### src/logic/rvPkg.sv
// RV32I pipeline shared definitions
`default_nettype none

package rvPkg;

	// ====================================================================
	// Widths and encodings
	// ====================================================================
	localparam int XLEN       = 32;
	localparam int REG_ADDR_W = 5;

	typedef logic [XLEN-1:0]       word_t;
	typedef logic [REG_ADDR_W-1:0] regAddr_t;

	localparam word_t NOP_INST = 32'h0000_0013; // addi x0, x0, 0

	localparam logic [6:0] OP_RTYPE  = 7'b0110011;
	localparam logic [6:0] OP_ITYPE  = 7'b0010011;
	localparam logic [6:0] OP_LOAD   = 7'b0000011;
	localparam logic [6:0] OP_STORE  = 7'b0100011;
	localparam logic [6:0] OP_BRANCH = 7'b1100011;

	// Bit 3 is funct7 bit 5, low bits are funct3
	typedef enum logic [3:0] {
		ADD = 4'b0000,
		SUB = 4'b1000,
		SLL = 4'b0001,
		SLT = 4'b0010,
		XOR = 4'b0100,
		SRL = 4'b0101,
		SRA = 4'b1101,
		OR  = 4'b0110,
		AND = 4'b0111
	} aluOp_e;

	typedef struct packed {
		logic   memRead;
		logic   memWrite;
		logic   memToReg;
		logic   aluSrc;   // Immediate as operand B
		logic   regWrite;
		aluOp_e aluOp;
	} ctrl_t;

	// ====================================================================
	// Stage payloads
	// ====================================================================
	typedef struct packed {
		word_t pc;
		word_t inst;
	} ifId_t;

	localparam ifId_t IFID_RESET = '{pc: '0, inst: NOP_INST};

	typedef struct packed {
		ctrl_t    ctrl;
		word_t    rs1Data;
		word_t    rs2Data;
		word_t    imm;
		regAddr_t rs1;
		regAddr_t rs2;
		regAddr_t rd;
	} idEx_t;

	typedef struct packed {
		logic     memRead;
		logic     memWrite;
		logic     memToReg;
		logic     regWrite;
		word_t    aluResult; // Also the data address
		word_t    storeData;
		regAddr_t rd;
	} exMem_t;

	typedef struct packed {
		logic     memToReg;
		logic     regWrite;
		word_t    aluResult;
		word_t    loadData;
		regAddr_t rd;
	} memWb_t;

	// A later-stage writer offered for forwarding
	typedef struct packed {
		logic     regWrite;
		regAddr_t rd;
		word_t    data;
	} fwdSrc_t;

	// Newest writer first, x0 never forwards
	function automatic word_t forwardOperand(
		regAddr_t rs,
		word_t    regVal,
		fwdSrc_t  me,
		fwdSrc_t  wb
	);
		if (me.regWrite && (me.rd != '0) && (me.rd == rs)) begin
			return me.data;
		end
		if (wb.regWrite && (wb.rd != '0) && (wb.rd == rs)) begin
			return wb.data;
		end
		return regVal;
	endfunction

endpackage

`default_nettype wire
### src/logic/rvCore.sv
// Five-stage RV32I core
`timescale 1ns/1ps
`default_nettype none

module rvCore
	import rvPkg::*;
(
	input  logic  clk,
	input  logic  rst_n,
	output word_t imemAddr,
	input  word_t imemData,
	output logic  dmemRead,
	output logic  dmemWrite,
	output word_t dmemAddr,
	output word_t dmemWdata,
	input  word_t dmemRdata
);

	ifId_t   ifId;
	idEx_t   idEx;
	exMem_t  exMem;
	fwdSrc_t meFwd;
	fwdSrc_t wb;
	logic    stall;
	logic    redirect;
	word_t   redirectPc;

	// Memory stage offered for forwarding
	assign meFwd = '{regWrite: exMem.regWrite, rd: exMem.rd, data: exMem.aluResult};

	fetchStage u_fetchStage (
		.clk       (clk),
		.rst_n     (rst_n),
		.stall     (stall),
		.redirect  (redirect),
		.redirectPc(redirectPc),
		.imemData  (imemData),
		.imemAddr  (imemAddr),
		.ifId      (ifId)
	);

	decodeStage u_decodeStage (
		.clk       (clk),
		.rst_n     (rst_n),
		.ifId      (ifId),
		.meFwd     (meFwd),
		.wb        (wb),
		.exRd      (idEx.rd),
		.exCtrl    (idEx.ctrl),
		.meLoad    (exMem.memRead),
		.stall     (stall),
		.redirect  (redirect),
		.redirectPc(redirectPc),
		.idEx      (idEx)
	);

	executeStage u_executeStage (
		.clk  (clk),
		.rst_n(rst_n),
		.idEx (idEx),
		.meFwd(meFwd),
		.wb   (wb),
		.exMem(exMem)
	);

	memWbStage u_memWbStage (
		.clk      (clk),
		.rst_n    (rst_n),
		.exMem    (exMem),
		.dmemRdata(dmemRdata),
		.dmemRead (dmemRead),
		.dmemWrite(dmemWrite),
		.dmemAddr (dmemAddr),
		.dmemWdata(dmemWdata),
		.wb       (wb)
	);

endmodule

`default_nettype wire

### src/logic/memWbStage.sv
// Memory access and writeback
`timescale 1ns/1ps
`default_nettype none

module memWbStage
	import rvPkg::*;
(
	input  logic    clk,
	input  logic    rst_n,
	input  exMem_t  exMem,
	input  word_t   dmemRdata,
	output logic    dmemRead,
	output logic    dmemWrite,
	output word_t   dmemAddr,
	output word_t   dmemWdata,
	output fwdSrc_t wb
);

	memWb_t memWbNext;
	memWb_t memWb;

	// Single-cycle strobes straight from the stage register
	assign dmemRead  = exMem.memRead;
	assign dmemWrite = exMem.memWrite;
	assign dmemAddr  = exMem.aluResult;
	assign dmemWdata = exMem.storeData;

	assign memWbNext = '{memToReg: exMem.memToReg, regWrite: exMem.regWrite,
	                     aluResult: exMem.aluResult, loadData: dmemRdata, rd: exMem.rd};

	pipeReg #(
		.T(memWb_t)
	) u_memWbReg (
		.clk   (clk),
		.rst_n (rst_n),
		.stall (1'b0),
		.bubble(1'b0),
		.d     (memWbNext),
		.q     (memWb)
	);

	assign wb = '{regWrite: memWb.regWrite, rd: memWb.rd,
	              data: memWb.memToReg ? memWb.loadData : memWb.aluResult};

endmodule

`default_nettype wire

### src/logic/executeStage.sv
// Execute stage with ALU
`timescale 1ns/1ps
`default_nettype none

module executeStage
	import rvPkg::*;
(
	input  logic    clk,
	input  logic    rst_n,
	input  idEx_t   idEx,
	input  fwdSrc_t meFwd,
	input  fwdSrc_t wb,
	output exMem_t  exMem
);

	word_t  opA;
	word_t  rs2Fwd;
	word_t  opB;
	word_t  aluResult;
	exMem_t exMemNext;

	// Memory stage result beats writeback data
	assign opA    = forwardOperand(idEx.rs1, idEx.rs1Data, meFwd, wb);
	assign rs2Fwd = forwardOperand(idEx.rs2, idEx.rs2Data, meFwd, wb);
	assign opB    = idEx.ctrl.aluSrc ? idEx.imm : rs2Fwd;

	always_comb begin
		case (idEx.ctrl.aluOp)
			ADD:     aluResult = opA + opB;
			SUB:     aluResult = opA - opB;
			SLL:     aluResult = opA << opB[4:0];
			SLT:     aluResult = {31'b0, $signed(opA) < $signed(opB)};
			XOR:     aluResult = opA ^ opB;
			SRL:     aluResult = opA >> opB[4:0];
			SRA:     aluResult = $signed(opA) >>> opB[4:0];
			OR:      aluResult = opA | opB;
			AND:     aluResult = opA & opB;
			default: aluResult = '0; // sltu and friends are not supported
		endcase
	end

	assign exMemNext = '{
		memRead:   idEx.ctrl.memRead,
		memWrite:  idEx.ctrl.memWrite,
		memToReg:  idEx.ctrl.memToReg,
		regWrite:  idEx.ctrl.regWrite,
		aluResult: aluResult,
		storeData: rs2Fwd,
		rd:        idEx.rd
	};

	pipeReg #(
		.T(exMem_t)
	) u_exMemReg (
		.clk   (clk),
		.rst_n (rst_n),
		.stall (1'b0),
		.bubble(1'b0),
		.d     (exMemNext),
		.q     (exMem)
	);

endmodule

`default_nettype wire

### src/logic/decodeStage.sv
// Instruction decode stage
`timescale 1ns/1ps
`default_nettype none

module decodeStage
	import rvPkg::*;
(
	input  logic     clk,
	input  logic     rst_n,
	input  ifId_t    ifId,
	input  fwdSrc_t  meFwd,
	input  fwdSrc_t  wb,
	input  regAddr_t exRd,
	input  ctrl_t    exCtrl,
	input  logic     meLoad,  // Load sitting in memory stage
	output logic     stall,
	output logic     redirect,
	output word_t    redirectPc,
	output idEx_t    idEx
);

	logic [6:0] opcode;
	logic [2:0] funct3;
	regAddr_t   rs1;
	regAddr_t   rs2;
	regAddr_t   rd;
	ctrl_t      ctrl;
	word_t      imm;
	word_t      rs1Data;
	word_t      rs2Data;
	word_t      brOp1;
	word_t      brOp2;
	logic       isBranch;
	logic       usesRs2;
	logic       condMet;
	logic       exHitsRs1;
	logic       exHitsRs2;
	logic       loadUse;
	logic       branchExHaz;
	logic       branchMeHaz;
	idEx_t      idExNext;

	assign opcode   = ifId.inst[6:0];
	assign funct3   = ifId.inst[14:12];
	assign rs1      = ifId.inst[19:15];
	assign rs2      = ifId.inst[24:20];
	assign rd       = ifId.inst[11:7];
	assign isBranch = (opcode == OP_BRANCH);
	assign usesRs2  = (opcode == OP_RTYPE) || (opcode == OP_STORE) || isBranch;

	// ====================================================================
	// Control and immediates
	// ====================================================================
	always_comb begin
		ctrl       = '0;
		ctrl.aluOp = ADD;
		case (opcode)
			OP_RTYPE: begin
				ctrl.regWrite = 1'b1;
				ctrl.aluOp    = aluOp_e'({ifId.inst[30], funct3});
			end
			OP_ITYPE: begin
				ctrl.regWrite = 1'b1;
				ctrl.aluSrc   = 1'b1;
				// Bit 30 only means something for srai
				ctrl.aluOp    = aluOp_e'({ifId.inst[30] && (funct3 == 3'b101), funct3});
			end
			OP_LOAD: begin
				ctrl.memRead  = 1'b1;
				ctrl.memToReg = 1'b1;
				ctrl.aluSrc   = 1'b1;
				ctrl.regWrite = 1'b1;
			end
			OP_STORE: begin
				ctrl.memWrite = 1'b1;
				ctrl.aluSrc   = 1'b1;
			end
			default: ctrl.aluOp = ADD; // Branches and unknown opcodes write nothing
		endcase
	end

	always_comb begin
		case (opcode)
			OP_ITYPE: begin
				if ((funct3 == 3'b001) || (funct3 == 3'b101)) begin
					imm = {27'b0, ifId.inst[24:20]}; // Shift amount
				end else begin
					imm = {{20{ifId.inst[31]}}, ifId.inst[31:20]};
				end
			end
			OP_LOAD:   imm = {{20{ifId.inst[31]}}, ifId.inst[31:20]};
			OP_STORE:  imm = {{20{ifId.inst[31]}}, ifId.inst[31:25], ifId.inst[11:7]};
			OP_BRANCH: imm = {{19{ifId.inst[31]}}, ifId.inst[31], ifId.inst[7],
			                  ifId.inst[30:25], ifId.inst[11:8], 1'b0};
			default:   imm = '0;
		endcase
	end

	regFile u_regFile (
		.clk    (clk),
		.rst_n  (rst_n),
		.rs1    (rs1),
		.rs2    (rs2),
		.wb     (wb),
		.rs1Data(rs1Data),
		.rs2Data(rs2Data)
	);

	// ====================================================================
	// Branch resolution
	// ====================================================================
	// Writeback data already arrives through the register file bypass
	assign brOp1 = (meFwd.regWrite && (meFwd.rd != '0) && (meFwd.rd == rs1)) ?
	               meFwd.data : rs1Data;
	assign brOp2 = (meFwd.regWrite && (meFwd.rd != '0) && (meFwd.rd == rs2)) ?
	               meFwd.data : rs2Data;

	always_comb begin
		case (funct3)
			3'b000:  condMet = (brOp1 == brOp2); // beq
			3'b001:  condMet = (brOp1 != brOp2); // bne
			default: condMet = 1'b0;
		endcase
	end

	assign redirect   = isBranch && condMet && !stall;
	assign redirectPc = ifId.pc + imm;

	// ====================================================================
	// Hazards
	// ====================================================================
	assign exHitsRs1   = (exRd != '0) && (exRd == rs1);
	assign exHitsRs2   = (exRd != '0) && (exRd == rs2) && usesRs2;
	assign loadUse     = exCtrl.memRead && (exHitsRs1 || exHitsRs2);
	assign branchExHaz = isBranch && exCtrl.regWrite && (exHitsRs1 || exHitsRs2);
	// Memory stage holds only the address of a load
	assign branchMeHaz = isBranch && meLoad && (meFwd.rd != '0) &&
	                     ((meFwd.rd == rs1) || (meFwd.rd == rs2));
	assign stall       = loadUse || branchExHaz || branchMeHaz;

	assign idExNext = '{ctrl: ctrl, rs1Data: rs1Data, rs2Data: rs2Data, imm: imm,
	                    rs1: rs1, rs2: rs2, rd: rd};

	pipeReg #(
		.T(idEx_t)
	) u_idExReg (
		.clk   (clk),
		.rst_n (rst_n),
		.stall (1'b0),
		.bubble(stall),  // Empty slot while decode waits
		.d     (idExNext),
		.q     (idEx)
	);

endmodule

`default_nettype wire

### src/logic/regFile.sv
// Integer register file
`timescale 1ns/1ps
`default_nettype none

module regFile
	import rvPkg::*;
(
	input  logic     clk,
	input  logic     rst_n,
	input  regAddr_t rs1,
	input  regAddr_t rs2,
	input  fwdSrc_t  wb,
	output word_t    rs1Data,
	output word_t    rs2Data
);

	word_t regs [0:31]; // Entry 0 is never written

	always_ff @(posedge clk) begin
		if (!rst_n) begin
			for (int i = 0; i < 32; i++) begin
				regs[i] <= '0;
			end
		end else if (wb.regWrite && (wb.rd != '0)) begin
			regs[wb.rd] <= wb.data;
		end
	end

	// Write-first so decode sees this cycle's writeback
	always_comb begin
		rs1Data = regs[rs1];
		rs2Data = regs[rs2];
		if (wb.regWrite && (wb.rd != '0) && (wb.rd == rs1)) begin
			rs1Data = wb.data;
		end
		if (wb.regWrite && (wb.rd != '0) && (wb.rd == rs2)) begin
			rs2Data = wb.data;
		end
	end

endmodule

`default_nettype wire

### src/logic/fetchStage.sv
// Instruction fetch stage
`timescale 1ns/1ps
`default_nettype none

module fetchStage
	import rvPkg::*;
(
	input  logic  clk,
	input  logic  rst_n,
	input  logic  stall,
	input  logic  redirect,
	input  word_t redirectPc,
	input  word_t imemData,
	output word_t imemAddr,
	output ifId_t ifId
);

	word_t pc;
	word_t nextPc;
	ifId_t ifIdNext;

	// Hold has priority over a redirect
	always_comb begin
		if (stall) begin
			nextPc = pc;
		end else if (redirect) begin
			nextPc = redirectPc;
		end else begin
			nextPc = pc + 32'd4;
		end
	end

	always_ff @(posedge clk) begin
		if (!rst_n) begin
			pc <= '0;
		end else begin
			pc <= nextPc;
		end
	end

	assign imemAddr = pc;
	assign ifIdNext = '{pc: pc, inst: imemData};

	// Wrong-path instruction becomes a NOP on redirect
	pipeReg #(
		.T       (ifId_t),
		.resetVal(IFID_RESET)
	) u_ifIdReg (
		.clk   (clk),
		.rst_n (rst_n),
		.stall (stall),
		.bubble(redirect),
		.d     (ifIdNext),
		.q     (ifId)
	);

endmodule

`default_nettype wire

### src/logic/pipeReg.sv
// Pipeline stage register
`timescale 1ns/1ps
`default_nettype none

module pipeReg
	import rvPkg::*;
#(
	parameter type T        = word_t,
	parameter T    resetVal = T'(0)
) (
	input  logic clk,
	input  logic rst_n,
	input  logic stall,  // Keep current contents
	input  logic bubble, // Load the empty payload
	input  T     d,
	output T     q
);

	always_ff @(posedge clk) begin
		if (!rst_n || bubble) begin
			q <= resetVal;
		end else if (!stall) begin
			q <= d;
		end
	end

endmodule

`default_nettype wire

### config.mk
export PLATFORM = sky130hd
export DESIGN_NAME = rvCore
export DESIGN_NICKNAME = d
export VERILOG_FILES = /design/src/logic/rvPkg.sv /design/src/logic/rvCore.sv /design/src/logic/memWbStage.sv /design/src/logic/executeStage.sv /design/src/logic/decodeStage.sv /design/src/logic/regFile.sv /design/src/logic/fetchStage.sv /design/src/logic/pipeReg.sv
export SDC_FILE = /design/constraint.sdc
export NUM_CORES = 2
export LEC_CHECK = 0
export BUFFER_PORTS_ARGS = -buffer_cell sky130_fd_sc_hd__buf_2
export CAP_MARGIN = 20
export CELL_PAD_IN_SITES_DETAIL_PLACEMENT = 0
export CELL_PAD_IN_SITES_GLOBAL_PLACEMENT = 1
export CORE_MARGIN = 8
export CORE_UTILIZATION = 46
export DETAILED_ROUTE_END_ITERATION = 10
export HOLD_SLACK_MARGIN = 0.05
export MAX_ROUTING_LAYER = met4
export PLACE_DENSITY = 0.82
export SLEW_MARGIN = 20
export SYNTH_ARGS = -nofsm -noshare
export SYNTH_HDL_FRONTEND = slang
export SYNTH_SLANG_ARGS = --single-unit
export TNS_END_PERCENT = 20
### constraint.sdc
create_clock -name clk -period 7 [get_ports clk]
set_input_delay 0.35 -clock clk [delete_from_list [all_inputs] [get_ports clk]]
set_output_delay 0.35 -clock clk [all_outputs]
set_load 0.005 [all_outputs]
==> flow_metrics.tcl <==
set metrics [dict create \
    status "completed" \
    die_y_um 428 \
    hpwl_um 194000 \
    cap_viol_max_count 0 \
    start_util_pct 46.2 \
    worstPathArrival_ps 7170 \
    num-nets-final 7537 \
    slew_violations 0 \
    syn-instance-count 7363 \
    critPathKind "reg -> reg" \
    first_pass_iters 7 \
    synthSimpleGateAreaFrac_pct 13.5 \
    placed_cell_area_sq_um 81500 \
    synth.distinct_cells 88 \
    drc 0 \
    synth_ff_type "edfxtp_1" \
    grt_pass1_vias 62100 \
    io_buffers 163 \
    syn-cell-area_sq_um 78000 \
    slowest_stage "dfxtp_1" \
    root_buffer "clkbuf_16" \
    avgSynthCellArea_sq_um 10.6 \
    row_count 151 \
    grt_use_total_pct 32.1 \
    synth_compound_area_share_pct 11.7 \
    numCtsBuffers 152 \
    yosysWarnings 0 \
    antenna_left 0 \
    fin_setup_tns_ps 0 \
    fin_skew_ps 32.2 \
    viasPerCell 6.65 \
    place.gp.congestion 1.03 \
    synth_xor_area_share_pct 1.73 \
    critPathLaunchType "flop" \
    clkLatencyLatePin_ps 820 \
    cts_tree "built" \
    power.density_nw_per_um2 249 \
    critPathTopFamily "compound AO/OA/AOI/OAI gates" \
    ir_drop_uv 188 \
    fmax_mhz 153 \
    cts_sinks 1373 \
    fp.coreArea_sq_um 169000 \
    path_buf_inv 2 \
    regArea_sq_um 37800 \
    yosysTopAreaCellShare_pct 39.4 \
    synth_adder_area_share_pct 2.14 \
    drt_iter0_markers 10800 \
    fillerInstances 14800 \
    hold_path.class "in -> reg" \
    crit_chain "or3_1, o21ai_0, nor4_2, buf_4, buf_4, nand2_1, o21ai_0, o21ai_0, mux2_2, ha_1, nand2b_1, a21oi_1, o21ai_0, a221oi_1, nor2_1, o31ai_1, a222oi_1, a32oi_1, a31oi_1, a21oi_1, o21ai_0, o21ai_0, a31oi_1" \
    overflow 0 \
    wl_per_cell_um 31.0 \
    grt_antenna_before_repair 10 \
    io-pin-count 164 \
    final_area_sq_um 87200 \
    fin_ws_ps 468 \
    post-route-min-period_ps 6530 \
    synth_mux_area_share_pct 17.6 \
    ys_seq_elements 1373 \
    finalCritPeriodShare_pct 93.3 \
    crit_path_max_incr_delay_ps 610 \
    cp_max_fo 44 \
    die_w_um 428 \
    synthTopCellsByArea "edfxtp_1, dfxtp_1, mux4_2" \
    pre_cts_ws_ps 557 \
    h-tree-depth 4 \
    postCtsSetupRepairBufs 0 \
    yosys.area.top_type "edfxtp_1" \
    yosysSeqAreaShare_pct 48.3 \
    worst_pin_slew_ps 1210 \
    synth_top_family_by_area "multiplexers" \
    finalHoldViolCount 0 \
    routed_wl_um 301000 \
    area_growth_pct 11.7 \
    postLayoutCoreUtil_pct 51.6 \
    crit_top_cell "o21ai_0" \
    rsz0062_at_grt "no" \
    die_area_sq_um 183000 \
    leakage_uw 0.0311 \
    critPathCaptureType "flop" \
    multiInputGateArea_sq_um 37200 \
    synth_edf_count 1024 \
    clock_path_buffers 3 \
    clk_pin_slew_ps 70 \
    grt_max_degree 153 \
    setup_viol 0 \
    grt_pass1_wl_um 427000 \
    slew_headroom_pct 18.9 \
    vias 64500 \
    crit_required_ps 7640 \
    synthArstFlopShare_pct 0 \
    drive_gt1_share_pct 16.0 \
]
==> flip-flops by register name, indices dropped and copies added, names as in the netlist, named ones only <==
signal / flops
u_decodeStage.u_idExReg.q: 100
u_decodeStage.u_regFile.regs: 1024
u_executeStage.u_exMemReg.q: 72
u_fetchStage.imemAddr: 32
u_fetchStage.u_ifIdReg.q: 64
u_memWbStage.u_memWbReg.q: 71
==> logic make-up (layout without fill, tap and decap cells) <==
group	after synthesis	after routing
buffers and inverters	857	929
multiplexers	981	981
other	1	42
flip-flops	1373	1373
adder cells (fa/ha/maj)	132	132
AO/OA/AOI/OAI	1399	1399
XOR/XNOR	154	154
AND/OR/NAND/NOR	2466	2466
==> worst register-to-register path, cell delays in order (launching register included) <==
cell	delay [ps]
dfxtp_1	610
or3_1	230
o21ai_0	150
nor4_2	390
buf_4	290
buf_4	430
nand2_1	90
o21ai_0	90
o21ai_0	190
mux2_2	340
ha_1	410
nand2b_1	190
a21oi_1	190
o21ai_0	130
a221oi_1	360
nor2_1	80
o31ai_1	370
a222oi_1	160
a32oi_1	490
a31oi_1	200
a21oi_1	410
o21ai_0	140
o21ai_0	330
a31oi_1	130
==> worst paths after layout <==
| path | to | slack [ps] | cells after the start | startpoint |
|---|---|---|---|---|
| min | u_memWbStage.u_memWbReg.q[35] | 280 | 3 | dmemRdata[30] |
| min reg2reg | u_fetchStage.u_ifIdReg.q[3] | 460 | 2 | u_fetchStage.u_ifIdReg.q[3] |
| max reg2reg | u_executeStage.u_exMemReg.q[64] | 470 | 23 | u_memWbStage.u_memWbReg.q[4] |
| max | u_executeStage.u_exMemReg.q[64] | 470 | 23 | u_memWbStage.u_memWbReg.q[4] |
==> power by group <==
group	switching, uW	leakage, uW	internal (uW)
registers	379	0.0134	9090
clock network	3520	0.00245	4610
logic	2670	0.0153	1460
total	6560	0.0311	15200
==> area by class of cell <==
cell class / instances / share of cell area (%)
clock buffer: 192 / 4.68
sequential: 1373 / 43.3
inverter: 146 / 0.630
timing repair buffer: 502 / 4.40
clock inverter: 89 / 1.04
antenna: 10 / 0.0287
multi-input combinational: 5164 / 42.7
tap: 2218 / 3.18
==> cell usage after synthesis, drive strengths merged, types with 31 or more instances <==
cell type and number:
mux2 55, o21ai 240, nor3 102, nand2 536, mux4 308, xor2 56, and2 125, ha 129
a22oi 189, a21oi 424, a21o 37, and3 55, buf 239, xnor2 98, mux2i 618, nand3 79
inv 144, edfxtp 1024, dfxtp 349, a31oi 31, a221oi 66, a22o 45, a211oi 66, nor4 42
clkbuf 472, nor2b 33, o22ai 76, nor2 1376
==> timing repair <==
item / 4_1_cts / 5_1_grt
endpoints found under the hold margin: 75 / 0
resized for setup: 0 / 2
setup endpoints to repair: 0 / 1
hold buffers: 65 / 0
==> stage by stage <==
stage / cells / total power (uW) / hold slack, ps
after detailed placement: 9337 / 13500 / 449
after global placement: 9337 / 13500 / 443
final: 9694 / 21700 / 278
after CTS: 9683 / 21600 / 236
after floorplan: 7394 / 12000 / 412
after global routing: 9690 / 22200 / 288
==> routing by layer <==
metal / share of wire, % / vias up / wire length, um / global-route usage [%]
li1: - / 26900 / - / -
met1: 37 / 31400 / 111000 / 41.5
met2: 42 / 5121 / 127000 / 45.4
met3: 14 / 1112 / 41500 / 8.67
met4: 6.8 / 0 / 20500 / 18.3
met5: 0 / - / 0 / -
==> cells in the final DEF (no fill, tap or decap), types with 155 or more instances in the layout <==
cell / netlist / final
edfxtp_1: 1024 / 1024
buf_4: 103 / 250
nand2_1: 536 / 487
clkbuf_16: 0 / 155
mux2i_1: 618 / 580
o21ai_0: 223 / 222
a21oi_1: 421 / 421
mux4_2: 308 / 308
dfxtp_1: 349 / 338
nor2_1: 1375 / 1370
buf_2: 56 / 162
a22oi_1: 189 / 189
Note: power is estimated with default switching activity, not from simulation.
